==> src/include/rsa_config.svh <==
// array size, word and address widths
// bank layout bases and result credit count
`ifndef RSA_CONFIG_SVH
`define RSA_CONFIG_SVH

// array edge, also the lane count of each bank
`define RSA_N 4
// operand word width, arithmetic wraps at this width
`define RSA_DW 16
// bank address width per lane
`define RSA_AW 4

// A rows in temp bank, B columns in cov bank
`define RSA_AB_BASE 0
// C rows in temp bank
`define RSA_C_BASE 8

// result words the host may take before the first credit return
`define RSA_CREDITS 4

`endif

==> src/logic/rsa_pkg.sv <==
// shared types for the systolic array
// words, addresses, lanes, opcodes and controller states
`include "rsa_config.svh"

package rsa_pkg;

  // one operand or result word
  typedef logic [`RSA_DW-1:0] rsa_word_t;
  // one bank address
  typedef logic [`RSA_AW-1:0] rsa_addr_t;
  // lane or row index
  typedef logic [1:0] rsa_lane_t;

  // stage opcode
  typedef enum logic {
    OP_MUL = 1'b0,  // C = A*B
    OP_ACC = 1'b1   // C = C_old + A*B
  } rsa_op_t;

  // stage controller states
  typedef enum logic [2:0] {
    ST_IDLE, ST_FEED, ST_DRAIN, ST_WB, ST_STREAM
  } rsa_state_t;

endpackage

==> src/logic/rsa_ctrl.sv <==
// stage controller: feed, drain, write-back with optional C add,
// then credit-limited row-major result stream
`include "rsa_config.svh"

module rsa_ctrl (
  input  logic                            clk,
  input  logic                            sys_rst,
  input  logic                            i_stage_val,
  input  rsa_pkg::rsa_op_t                i_stage_op,
  input  logic                            i_res_credit,
  input  rsa_pkg::rsa_word_t [`RSA_N-1:0] i_tb_rd,
  input  rsa_pkg::rsa_word_t [`RSA_N-1:0] i_c_row,
  output logic                            o_stage_rdy,
  output rsa_pkg::rsa_addr_t              o_rd_addr,
  output logic                            o_feed_val,
  output logic                            o_clear,
  output rsa_pkg::rsa_lane_t              o_row_sel,
  output logic                            o_wb_we,
  output rsa_pkg::rsa_addr_t              o_wb_addr,
  output rsa_pkg::rsa_word_t [`RSA_N-1:0] o_wb_data,
  output logic                            o_res_val,
  output rsa_pkg::rsa_word_t              o_res_data
);
  import rsa_pkg::*;

  localparam int NN   = `RSA_N * `RSA_N;
  localparam int IW   = $clog2(NN);
  localparam int CNTW = $clog2(NN + 3 * `RSA_N);
  localparam int CRW  = $clog2(`RSA_CREDITS + 1) + 1;

  // last count of each phase
  localparam logic [CNTW-1:0] FEED_LAST   = CNTW'(`RSA_N - 1);
  localparam logic [CNTW-1:0] DRAIN_LAST  = CNTW'(3 * `RSA_N - 3);
  localparam logic [CNTW-1:0] WB_LAST     = CNTW'(`RSA_N);
  localparam logic [CNTW-1:0] STREAM_LAST = CNTW'(NN - 1);

  rsa_state_t      state;
  rsa_op_t         op_q;
  logic [CNTW-1:0] cnt;
  logic [CRW-1:0]  credit;
  logic            accept;
  // C rows kept for streaming
  rsa_word_t       c_buf [NN];

  assign o_stage_rdy = (state == ST_IDLE);
  assign accept      = o_stage_rdy && i_stage_val;
  // zero the accumulators on acceptance, before the first product
  assign o_clear     = accept;

  // stage sequencing
  always_ff @(posedge clk) begin
    if (sys_rst) begin
      state <= ST_IDLE;
      op_q  <= OP_MUL;
      cnt   <= '0;
    end else begin
      case (state)
        ST_IDLE: begin
          if (accept) begin
            op_q  <= i_stage_op;
            state <= ST_FEED;
          end
        end
        // one column of A and row of B per cycle
        ST_FEED: begin
          cnt <= (cnt == FEED_LAST) ? '0 : cnt + 1'b1;
          if (cnt == FEED_LAST) state <= ST_DRAIN;
        end
        // wait for the last wave to cross the skew
        ST_DRAIN: begin
          cnt <= (cnt == DRAIN_LAST) ? '0 : cnt + 1'b1;
          if (cnt == DRAIN_LAST) state <= ST_WB;
        end
        // N+1 cycles, C read runs one row ahead of the write
        ST_WB: begin
          cnt <= (cnt == WB_LAST) ? '0 : cnt + 1'b1;
          if (cnt == WB_LAST) state <= ST_STREAM;
        end
        // advance only on a sent word
        ST_STREAM: begin
          if (o_res_val) begin
            cnt <= (cnt == STREAM_LAST) ? '0 : cnt + 1'b1;
            if (cnt == STREAM_LAST) state <= ST_IDLE;
          end
        end
        default: state <= ST_IDLE;
      endcase
    end
  end

  // bank read address, shared by both banks
  always_comb begin
    case (state)
      ST_FEED: o_rd_addr = rsa_addr_t'(`RSA_AB_BASE + cnt);
      // old C row for the add
      ST_WB:   o_rd_addr = rsa_addr_t'(`RSA_C_BASE + cnt);
      default: o_rd_addr = rsa_addr_t'(`RSA_AB_BASE);
    endcase
  end

  // read data lands a cycle after the address
  always_ff @(posedge clk) begin
    if (sys_rst) begin
      o_feed_val <= 1'b0;
    end else begin
      o_feed_val <= (state == ST_FEED);
    end
  end

  // write-back of row cnt-1
  assign o_row_sel = rsa_lane_t'(cnt - 1'b1);
  assign o_wb_we   = (state == ST_WB) && (cnt != '0);
  assign o_wb_addr = rsa_addr_t'(`RSA_C_BASE + cnt - 1);

  always_comb begin
    for (int l = 0; l < `RSA_N; l++) begin
      o_wb_data[l] = i_c_row[l];
      if (op_q == OP_ACC) begin
        o_wb_data[l] = i_c_row[l] + i_tb_rd[l];
      end
    end
  end

  // local copy in row-major order
  always_ff @(posedge clk) begin
    if (o_wb_we) begin
      for (int l = 0; l < `RSA_N; l++) begin
        c_buf[int'(o_row_sel) * `RSA_N + l] <= o_wb_data[l];
      end
    end
  end

  // credits, one spent per word and one back per pulse
  always_ff @(posedge clk) begin
    if (sys_rst) begin
      credit <= CRW'(`RSA_CREDITS);
    end else begin
      credit <= credit + CRW'(i_res_credit) - CRW'(o_res_val);
    end
  end

  // word held until a credit frees it
  assign o_res_val  = (state == ST_STREAM) && (credit != '0);
  assign o_res_data = c_buf[cnt[IW-1:0]];

endmodule

==> config.mk <==
export PLATFORM = sky130hd
export DESIGN_NAME = rsa_ctrl
export DESIGN_NICKNAME = d
export VERILOG_FILES = /design/src/logic/rsa_pkg.sv /design/src/logic/rsa_ctrl.sv
export VERILOG_INCLUDE_DIRS = /design/src /design/src/include
export SDC_FILE = /design/constraint.sdc
export NUM_CORES = 1
export LEC_CHECK = 0
export ABC_AREA = 1
export BUFFER_PORTS_ARGS = -buffer_cell sky130_fd_sc_hd__buf_2
export CORE_MARGIN = 4
export CORE_UTILIZATION = 50
export DETAILED_ROUTE_END_ITERATION = 8
export MAX_ROUTING_LAYER = met4
export PLACE_DENSITY = 0.8
export SLEW_MARGIN = 5
export SYNTH_ARGS = -nofsm -noshare
export SYNTH_HDL_FRONTEND = slang
export SYNTH_SLANG_ARGS = --single-unit
==> constraint.sdc <==
create_clock -name clk -period 4.8 [get_ports clk]
set_input_delay 0.96 -clock clk [delete_from_list [all_inputs] [get_ports clk]]
set_output_delay 0.96 -clock clk [all_outputs]
set_load 0.005 [all_outputs]
==> flow_summary_export.csv <==
group,metric,value,unit
critical_path,crit_chain,"buf_2, ha_1, fa_1, nand3_1, nand3_1, a21oi_1, xnor2_1, nand2_1, nand2_1, buf_2",
cells_and_area,multi_input_area,6370,um2
critical_path,max_stage_delay,460,ps
critical_path,reg2reg_from,"cnt[0]",
job,maxCapViolCount,0,
placed_design,gp_congestion,0.913,
critical_path,cp-startpoint,"i_tb_rd[0]",
placed_design,dp.cells,2375,
die,start_util,50.6,%
power,power.density,423,nW/um2
yosys,synthesis.area,15500,um2
yosys,synth_nets,2010,
critical_path,r2r-end,"c_buf[8][4]",
timing,fmax,258,MHz
cells_and_area,regArea,8050,um2
route,drc,0,
route,vias,13100,
cts,clkSinkCount,274,
cts,cts_setup_buffers,0,
critical_path,critical_path_required,3840,ps
yosys,netlist.area_leader.share,49.8,%
route,drt-initial-drc-count,1232,
timing,finalMaxSlewViolations,0,
cts,cts_tree,"done",
yosys,yosysMostFrequentCell,"nand2_1",
placed_design,place_hpwl,30.2,mm
yosys,synth_cell_types,28,
route,drt_first_pass_iters,6,
min_path,hold_class,"register to register",
cts,numCtsBuffers,28,
die,rows,64,
global_route,grt_usage,24.9,%
critical_path,worst_setup_path_start_kind,"primary input",
cells_and_area,final.fill_count,2637,
yosys,ys_warn_count,0,
yosys,netlist_instances,1799,
yosys,synth_edf_count,256,
cts,clock_path_buffers,3,
yosys,async_reset_ff_share,0,%
timing,fin_crit,3880,ps
timing,setup_tns,0,ps
power,p_leak,7.85,nW
yosys,synthFlopType,"edfxtp_1",
die,die_width,184,um
route,drt_wl_total,42.2,mm
cts,clkTransAtPathRegs,60,ps
outcome,status,"finished clean",
placed_design,io_buffers,227,
yosys,synthTopCellsByArea,"edfxtp_1 (50%), nand2_1 (12%), nor2_1 (6.4%)",
critical_path,reg2reg_setup_slack,1900,ps
cts,cts_resized,0,
min_path,whs_endpoint,"state[0]",
timing,relSlewSlack,28.5,%
die,die_area,33800,um2
timing,rsz0062_at_grt,"false",
die,die_h,184,um
critical_path,r2r_cells,6,
timing,finalSetupViolCount,0,
global_route,overflow,0,
cells_and_area,fin_cells,2424,
critical_path,path_class,"primary input to primary output",
global_route,grt_antenna_before_repair,0,
timing,worst_pin_slew,1070,ps
yosys,synth.top_cells.by_count,"nand2_1 (474), nor2_1 (263), edfxtp_1 (256), inv_1 (188), o21ai_0 (114)",
global_route,grt_pass1_wl,65.5,mm
cts,cts_max_level,1,
cells_and_area,drive_above_1_share,15.1,%
cts,clkLatencyLatePin,530,ps
global_route,grt_pass1_vias,12400,
cells_and_area,area_delta_synth_final,15.3,%
critical_path,cpMaxStageDelayCell,"fa_1",
timing,clock_skew,6.14,ps
timing,finalHoldViolations,0,
yosys,avgSynthCellArea,8.59,um2
timing,period_share,80.8,%
yosys,synth_top_area_cell,"edfxtp_1",
min_path,hold_start,"state[0]",
die,core,30500,um2
route,post_drt_wl_per_cell,17.4,um
cells_and_area,nNetsFinal,2220,
route,viasPerCell,5.42,
critical_path,cp-end-kind,"primary output",
route,ant_nets,0,
yosys,synth-seq-area-share,52.1,%
cells_and_area,diodes,0,
yosys,synth_seq_cells,274,
min_path,hold_path_depth,2,
critical_path,crit_path_max_fanout,5,
critical_path,crit_arrival,2920,ps
cts,cts_root_buf,"clkbuf_16",
power,irDropWorstVdd,0.242,mV
global_route,grt_max_degree,82,
die,ios,228,
cts,cts_hold_buf,0,
-- cell families (layout without fill, tap and decap cells) --
group | Yosys count | after routing | share of synthesized area [%]
compound gates | 283 | 283 | 10.3
xor+xnor | 27 | 27 | 1.53
fa+ha+maj | 78 | 78 | 6.56
buf+inv | 261 | 490 | 6.90
flops | 274 | 274 | 52.1
simple gates | 876 | 876 | 22.6
-- through the flow --
step                worst slack, ps  util, %  power (W)  instance area, um2  hold slack (ps)
floorplan                       518        -    0.00459               15500              502
global placement                983     55.6    0.00548               17000              521
detailed placement              952     55.6    0.00554               17000              530
CTS                             942     58.4    0.00756               17800              538
global route                    771     58.4    0.00798               17800              560
finish                          922     58.4    0.00755               17800              543
-- metal layers --
metal / vias to the layer above / wire (um) / GRT usage [%]
met5: - / 0 / -
met2: 506 / 20800 / 42.0
li1: 6431 / - / -
met4: 0 / 1090 / 6.30
met1: 6139 / 17400 / 32.6
met3: 70 / 2920 / 2.89
-- cells in the final DEF, fill, tap and decap left out, types with 3 or more instances in the layout --
master,netlist,final
nand2_1,474,474
nor2_1,263,259
edfxtp_1,256,256
buf_2,18,227
inv_1,188,187
o21ai_0,114,114
nand3_1,107,107
ha_1,73,73
o211ai_1,62,62
o21ai_1,59,59
a21oi_1,44,44
clkbuf_16,0,29
xnor2_1,24,24
buf_4,5,20
nor3_1,15,15
dfxtp_1,18,15
nand3b_1,8,8
clkbuf_1,33,8
clkinv_2,0,6
fa_1,5,5
inv_2,4,4
nand4_1,4,4
or2_2,4,4
nor2_4,0,4
xor2_1,3,3
clkinv_1,0,3
-- layout make-up --
class / count / share of cell area (%)
clock buffers: 39 / 4.39
clock inverters: 10 / 0.414
inverters: 192 / 4.05
multi-input cells: 1264 / 35.7
flip-flops and latches: 274 / 45.2
well taps: 396 / 2.78
repair buffers: 249 / 7.44
-- report_power, final --
part,internal [W],switching [W],total (W)
clock,0.00118,0.000853,0.00204
combinational,0.000831,0.00174,0.00257
sequential,0.00286,0.0000766,0.00294
-- worst max path at each step --
stage / to
after global placement: o_wb_data[56]
after floorplan: c_buf[0][0]
after detailed placement: o_wb_data[56]
final: o_wb_data[8]
after global routing: o_res_data[4]
after CTS: o_wb_data[8]
-- registers in the layout, summed over array words and instances, names as in the netlist, named ones only --
name	cells
c_buf	256
state	3
o_feed_val	1
credit	4
cnt	5
op_q	1
-- worst max-delay path: cells and delay by family --
family / cells / cell delay [ps]
buf+inv: 2 / 290
xor+xnor: 1 / 140
simple gates: 4 / 590
compound gates: 1 / 190
fa+ha+maj: 2 / 750
Note: power is estimated with default switching activity, not from simulation.
