$ cat config.mk
export PLATFORM = sky130hd
export DESIGN_NAME = operand_bank
export DESIGN_NICKNAME = d
export VERILOG_FILES = /design/src/logic/rsa_pkg.sv /design/src/logic/operand_bank.sv
export VERILOG_INCLUDE_DIRS = /design/src /design/src/include
export SDC_FILE = /design/constraint.sdc
export NUM_CORES = 1
export LEC_CHECK = 0
export BUFFER_PORTS_ARGS = -buffer_cell sky130_fd_sc_hd__buf_4
export CORE_UTILIZATION = 50
export DETAILED_ROUTE_END_ITERATION = 16
export HOLD_SLACK_MARGIN = 0.03
export PLACE_DENSITY = 0.69
export SLEW_MARGIN = 5
export SYNTH_ARGS = -nofsm -noshare
export SYNTH_HDL_FRONTEND = slang
export SYNTH_SLANG_ARGS = --single-unit
$ cat constraint.sdc
create_clock -name clk -period 2.45 [get_ports clk]
set_input_delay 0.1225 -clock clk [delete_from_list [all_inputs] [get_ports clk]]
set_output_delay 0.1225 -clock clk [all_outputs]
set_load 0.05 [all_outputs]
$ cat src/include/rsa_config.svh
// array size, word and address widths
// bank layout bases and result credit count
`ifndef RSA_CONFIG_SVH
`define RSA_CONFIG_SVH

// array edge, also the lane count of each bank
`define RSA_N 4
// operand word width, arithmetic wraps at this width
`define RSA_DW 16
// bank address width per lane
`define RSA_AW 4

// A rows in temp bank, B columns in cov bank
`define RSA_AB_BASE 0
// C rows in temp bank
`define RSA_C_BASE 8

// result words the host may take before the first credit return
`define RSA_CREDITS 4

`endif

$ cat src/logic/rsa_pkg.sv
// shared types for the systolic array
// words, addresses, lanes, opcodes and controller states
`include "rsa_config.svh"

package rsa_pkg;

  // one operand or result word
  typedef logic [`RSA_DW-1:0] rsa_word_t;
  // one bank address
  typedef logic [`RSA_AW-1:0] rsa_addr_t;
  // lane or row index
  typedef logic [1:0] rsa_lane_t;

  // stage opcode
  typedef enum logic {
    OP_MUL = 1'b0,  // C = A*B
    OP_ACC = 1'b1   // C = C_old + A*B
  } rsa_op_t;

  // stage controller states
  typedef enum logic [2:0] {
    ST_IDLE, ST_FEED, ST_DRAIN, ST_WB, ST_STREAM
  } rsa_state_t;

endpackage

$ cat src/logic/operand_bank.sv
// N-lane word memory with registered read
// host writes one lane, controller writes a whole row
`include "rsa_config.svh"

module operand_bank (
  input  logic                            clk,
  input  logic                            i_host_we,
  input  rsa_pkg::rsa_lane_t              i_host_lane,
  input  rsa_pkg::rsa_addr_t              i_host_addr,
  input  rsa_pkg::rsa_word_t              i_host_data,
  input  rsa_pkg::rsa_addr_t              i_rd_addr,
  input  logic                            i_wb_we,
  input  rsa_pkg::rsa_addr_t              i_wb_addr,
  input  rsa_pkg::rsa_word_t [`RSA_N-1:0] i_wb_data,
  output rsa_pkg::rsa_word_t [`RSA_N-1:0] o_rd_data
);
  import rsa_pkg::*;

  localparam int DEPTH = 2 ** `RSA_AW;

  for (genvar l = 0; l < `RSA_N; l++) begin : g_lane
    rsa_word_t mem [DEPTH];
    rsa_word_t rd_q;
    logic      host_hit;

    // host only writes while the controller is idle
    assign host_hit = i_host_we && (i_host_lane == rsa_lane_t'(l));

    // single write port, host first
    always_ff @(posedge clk) begin
      if (host_hit) begin
        mem[i_host_addr] <= i_host_data;
      end else if (i_wb_we) begin
        // row write-back, same address on every lane
        mem[i_wb_addr] <= i_wb_data[l];
      end
    end

    // read port
    // old data on a same-address write
    always_ff @(posedge clk) begin
      rd_q <= mem[i_rd_addr];
    end

    assign o_rd_data[l] = rd_q;
  end

endmodule

==> impl_results.html <==
<table>
<tr><th>Metric</th><th>Value</th></tr>
<tr><th colspan="2">Setup path</th></tr>
<tr><td>Launch point of the critical path</td><td>i_host_lane[1]</td></tr>
<tr><td>Most common cell type on the critical path</td><td>buf_4</td></tr>
<tr><td>Data arrival time of the worst path</td><td>2.08 ns</td></tr>
<tr><td>Buf+Inv Stages, Crit Path</td><td>2</td></tr>
<tr><td>Sort of element at the end of the critical path</td><td>flop</td></tr>
<tr><td>Crit path launch type</td><td>input port</td></tr>
<tr><td>Worst reg2reg endpoint</td><td>g_lane[0].rd_q[8]</td></tr>
<tr><td>Largest fanout on the critical path</td><td>16</td></tr>
<tr><td>Reg2Reg Depth</td><td>3</td></tr>
<tr><td>Series of cell instances along the critical path</td><td>buf_4 &gt; nand3b_1 &gt; nand2_1 &gt; mux2i_1 &gt; nor3_2 &gt; buf_4</td></tr>
<tr><td>Crit path largest cell delay</td><td>1.02 ns</td></tr>
<tr><td>Cell with the largest stage delay on the worst path</td><td>mux2i_1</td></tr>
<tr><td>Capturing instance or port of the critical path</td><td>g_lane[1].mem[8][12]</td></tr>
<tr><td>Internal reg-to-reg setup slack</td><td>0.87 ns</td></tr>
<tr><td>R2R Path Start</td><td>g_lane[0].mem[8][8]</td></tr>
<tr><td>Required arrival time at the worst endpoint</td><td>2.83 ns</td></tr>
<tr><td>Type of the worst setup path</td><td>in -&gt; reg</td></tr>
<tr><td>Kind of cell adding the most delay to the critical path</td><td>multiplexers</td></tr>
<tr><td>Path length in cells of the critical path</td><td>6</td></tr>
<tr><th colspan="2">Timing</th></tr>
<tr><td>Number of slew-limit violations in the final report</td><td>0</td></tr>
<tr><td>Worst Skew</td><td>0.0243 ns</td></tr>
<tr><td>Max Clk Rate</td><td>590 MHz</td></tr>
<tr><td>Setup repair after global routing missed its margin</td><td>no</td></tr>
<tr><td>Tightest slew margin relative to the limit</td><td>15.1%</td></tr>
<tr><td>Period utilization</td><td>69.2%</td></tr>
<tr><td>Endpoints failing setup</td><td>0</td></tr>
<tr><td>Worst hold slack</td><td>0.0479 ns</td></tr>
<tr><td>Period minus WS final</td><td>1.70 ns</td></tr>
<tr><td>Tightest Pin Transition</td><td>1.24 ns</td></tr>
<tr><td>Endpoints failing hold</td><td>0</td></tr>
<tr><th colspan="2">Power</th></tr>
<tr><td>Net Switching</td><td>9.14 mW</td></tr>
<tr><td>Combinational Power Share</td><td>8.0%</td></tr>
<tr><td>Clk network pwr share</td><td>40.6%</td></tr>
<tr><td>Pwr/cell area</td><td>855 nW/µm²</td></tr>
<tr><td>Leakage</td><td>16.0 nW</td></tr>
<tr><td>Proportion of total power due to net switching</td><td>22.0%</td></tr>
<tr><td>Peak supply drop</td><td>678 µV</td></tr>
<tr><td>Share of total power in sequential cells</td><td>51.4%</td></tr>
<tr><td>Cell Int Power</td><td>32.4 mW</td></tr>
<tr><td>Total power consumption of the routed design</td><td>41.6 mW</td></tr>
<tr><th colspan="2">CTS</th></tr>
<tr><td>Total number of H-tree levels</td><td>3</td></tr>
<tr><td>CTS tree</td><td>yes</td></tr>
<tr><td>Clock Sink Count</td><td>1088</td></tr>
<tr><td>Post-CTS resize count</td><td>0</td></tr>
<tr><td>Clock root buffer</td><td>clkbuf_16</td></tr>
<tr><td>Max Root-Sink Buffers</td><td>3</td></tr>
<tr><td>Source-to-sink clock delay at the later pin of the worst-skew pair</td><td>0.67 ns</td></tr>
<tr><td>Register clock-pin slew on the reported worst setup and hold paths</td><td>0.06 ns</td></tr>
<tr><td>Number of buffers added by the clock tree synthesis step</td><td>108</td></tr>
<tr><th colspan="2">Die</th></tr>
<tr><td>Ports placed on the boundary</td><td>161</td></tr>
<tr><td>Starting Density</td><td>50.9%</td></tr>
<tr><td>Width of the die</td><td>289 µm</td></tr>
<tr><td>Die boundary height</td><td>289 µm</td></tr>
<tr><td>Full die area</td><td>83600 µm²</td></tr>
<tr><td>Area of the core region</td><td>81100 µm²</td></tr>
<tr><td>Site row count</td><td>104</td></tr>
<tr><th colspan="2">Detailed routing</th></tr>
<tr><td>Drt total wl</td><td>98700 µm</td></tr>
<tr><td>Total via count after detailed routing</td><td>20700</td></tr>
<tr><td>Detailed Route Iter0 Violations</td><td>2312</td></tr>
<tr><td>Met3 wire len</td><td>9910 µm</td></tr>
<tr><td>Per-cell routed wire length</td><td>29.3 µm</td></tr>
<tr><td>Routed vias/inst</td><td>6.13</td></tr>
<tr><td>Detail Route met2 WL</td><td>48000 µm</td></tr>
<tr><td>Uppermost layer routed</td><td>met5</td></tr>
<tr><td>Remaining antenna violation count</td><td>0</td></tr>
<tr><td>Number of detailed-routing iterations run before antenna repair</td><td>5</td></tr>
<tr><td>Number of remaining DRC errors</td><td>0</td></tr>
<tr><td>Metal1 wirelength</td><td>38800 µm</td></tr>
<tr><th colspan="2">Placement</th></tr>
<tr><td>Post-detail-place hpwl</td><td>59800 µm</td></tr>
<tr><td>Placer congestion estimate</td><td>0.826</td></tr>
<tr><td>Port-buffer cells</td><td>160</td></tr>
<tr><th colspan="2">Global route</th></tr>
<tr><td>Number of global-route vias before repair</td><td>21100</td></tr>
<tr><td>Total Routing Usage GR</td><td>24.2%</td></tr>
<tr><td>Initial antenna violation count</td><td>16</td></tr>
<tr><td>Largest net degree at the start of global routing</td><td>65</td></tr>
<tr><td>Wire length of the first global-routing pass</td><td>144000 µm</td></tr>
<tr><td>Total global routing overflow</td><td>0</td></tr>
<tr><th colspan="2">Job</th></tr>
<tr><td>Max-cap violations</td><td>0</td></tr>
<tr><th colspan="2">Synthesis</th></tr>
<tr><td>Leading area contributor after synthesis</td><td>edfxtp_1</td></tr>
<tr><td>Number of different library cells in the post-synthesis netlist</td><td>33</td></tr>
<tr><td>Fraction of the yosys area taken by sequential cells</td><td>77.7%</td></tr>
<tr><td>Count of flip-flops with a built-in enable after synthesis</td><td>1024</td></tr>
<tr><td>Largest cells by area after synthesis</td><td>edfxtp_1 75%, mux4_2 14%, dfxtp_1 3.1%</td></tr>
<tr><td>Gate Count Post-Synth</td><td>1901</td></tr>
<tr><td>Mapped cell area</td><td>41200 µm²</td></tr>
<tr><td>Number of nets produced by synthesis</td><td>1998</td></tr>
<tr><td>Number of warnings printed during yosys synthesis</td><td>0</td></tr>
<tr><td>Primary FF master, synth</td><td>edfxtp_1</td></tr>
<tr><td>Mean Syn Cell Area</td><td>21.7 µm²</td></tr>
<tr><td>Synth Register Bits</td><td>1088</td></tr>
<tr><td>Fraction of synthesis flops using an asynchronous set or reset pin</td><td>0%</td></tr>
<tr><td>Area share of the leading cell type in the synthesized netlist</td><td>74.5%</td></tr>
<tr><th colspan="2">Min path</th></tr>
<tr><td>Classification of the worst-slack hold path</td><td>in -&gt; reg</td></tr>
<tr><th colspan="2">Cells and area</th></tr>
<tr><td>Area growth from synthesis to layout</td><td>17.9%</td></tr>
<tr><td>Share of final-layout standard cells stronger than drive strength 1</td><td>36.9%</td></tr>
<tr><td>Number of nets in the finished design</td><td>2311</td></tr>
<tr><th colspan="2">Outcome</th></tr>
<tr><td>Status</td><td>finished, final reports clean</td></tr>
</table>
[routing by layer]
metal / GRT usage (%) / vias to the layer above
met1: 34.9 / 10900
li1: - / 8615
met2: 38.0 / 1031
met3: 5.03 / 144
met5: 0 / -
met4: 6.12 / 14
[registers in the layout (all words and copies together) (netlist names)]
signal / count
g_lane.mem: 1024
g_lane.rd_q: 64
[repair_timing]
item                      CTS  global route
hold buffers                4             0
buffers inserted            0             0
hold endpoints to repair   50             0
[cell usage after synthesis, types with 12 or more instances]
| master | n |
|---|---|
| buf_6 | 15 |
| nand3_1 | 13 |
| nor2b_1 | 12 |
| a21oi_1 | 20 |
| buf_2 | 19 |
| clkbuf_1 | 47 |
| a22oi_1 | 128 |
| mux4_2 | 256 |
| buf_1 | 16 |
| edfxtp_1 | 1024 |
| mux2_2 | 51 |
| nor3_1 | 43 |
| nand2_1 | 119 |
| mux2i_1 | 16 |
| dfxtp_1 | 64 |
| nor2_1 | 17 |
[cell type report]
type                    count  area, µm²
repair buffers            308       2560
inverters                   4       15.0
diodes                      8       20.0
well taps                1060       1330
clock inverters            63        712
fillers                  5594      32400
clock buffers             138       2950
flip-flops and latches   1088      32000
multi-input cells         704       9020
[logic make-up (layout without fill, tap and decap cells)]
| group | after synthesis | count (layout) | share of synthesized area [%] |
|---|---|---|---|
| and+or+nand+nor | 228 | 228 | 2.52 |
| AOI/OAI and AO/OA | 153 | 153 | 2.67 |
| other | 0 | 8 | 0 |
| muxes | 323 | 323 | 15.8 |
| DFF | 1088 | 1088 | 77.7 |
| buffers and inverters | 109 | 513 | 1.40 |
[power by group through the flow]
stage | registers (mW) | logic (mW) | clock network, mW
2_1_floorplan | 22.2 | 1.56 | 0
3_3_place_gp | 21.7 | 3.26 | 0
3_5_place_dp | 21.8 | 3.34 | 0
4_1_cts | 21.4 | 3.36 | 17.1
5_1_grt | 21.4 | 3.51 | 17.8
6_report | 21.4 | 3.32 | 16.9
[layout by cell type, fill, tap and decap left out, types with 4 or more instances in the layout]
| cell type | count |
|---|---|
| edfxtp_1 | 1024 |
| buf_4 | 284 |
| mux4_2 | 256 |
| a22oi_1 | 128 |
| nand2_1 | 119 |
| clkbuf_16 | 109 |
| dfxtp_1 | 64 |
| mux2_2 | 51 |
| nor3_2 | 33 |
| clkinv_2 | 24 |
| clkbuf_1 | 18 |
| buf_12 | 18 |
| mux2i_1 | 16 |
| bufinv_16 | 15 |
| nand3_1 | 13 |
| a21oi_2 | 12 |
| clkinv_1 | 12 |
| clkbuf_8 | 11 |
| nor2_1 | 10 |
| nand4_1 | 10 |
| nor3_4 | 9 |
| diode_2 | 8 |
| nor2b_1 | 8 |
| a21oi_1 | 8 |
| clkinvlp_4 | 7 |
| nor2_2 | 6 |
| inv_1 | 4 |
| dlygate4sd3_1 | 4 |
[worst reg2reg max path: cells and delay by family, from the launching register on]
kind	cells	cell delay [ns]
muxes	1	0.51
AOI/OAI and AO/OA	1	0.38
DFF	1	0.37
and+or+nand+nor	1	0.18
[metrics by stage]
stage	setup WS [ns]	utilization (%)	area, µm²	instances	setup TNS (ns)
floorplan	-0.0699	-	41300	1901	-10.91
global placement	0.155	55.4	44900	3160	0
detailed placement	0.0880	55.4	44900	3160	0
CTS	0.777	60.0	48600	3365	0
global route	0.627	60.0	48600	3365	0
finish	0.754	60.0	48600	3373	0
[worst min-delay path by stage]
| stage | endpoint | cells past startpoint | start |
|---|---|---|---|
| 6_report | g_lane[2].mem[2][9] | 2 | i_wb_data[41] |
| 3_3_place_gp | o_rd_data[50] | 1 | g_lane[3].rd_q[2] |
| 4_1_cts | g_lane[1].mem[10][2] | 2 | i_wb_data[18] |
| 5_1_grt | g_lane[2].mem[14][0] | 2 | i_wb_data[32] |
| 3_5_place_dp | o_rd_data[10] | 1 | g_lane[0].rd_q[10] |
| 2_1_floorplan | g_lane[0].rd_q[15] | 3 | i_rd_addr[3] |
Power figures use the tool's default switching activity.
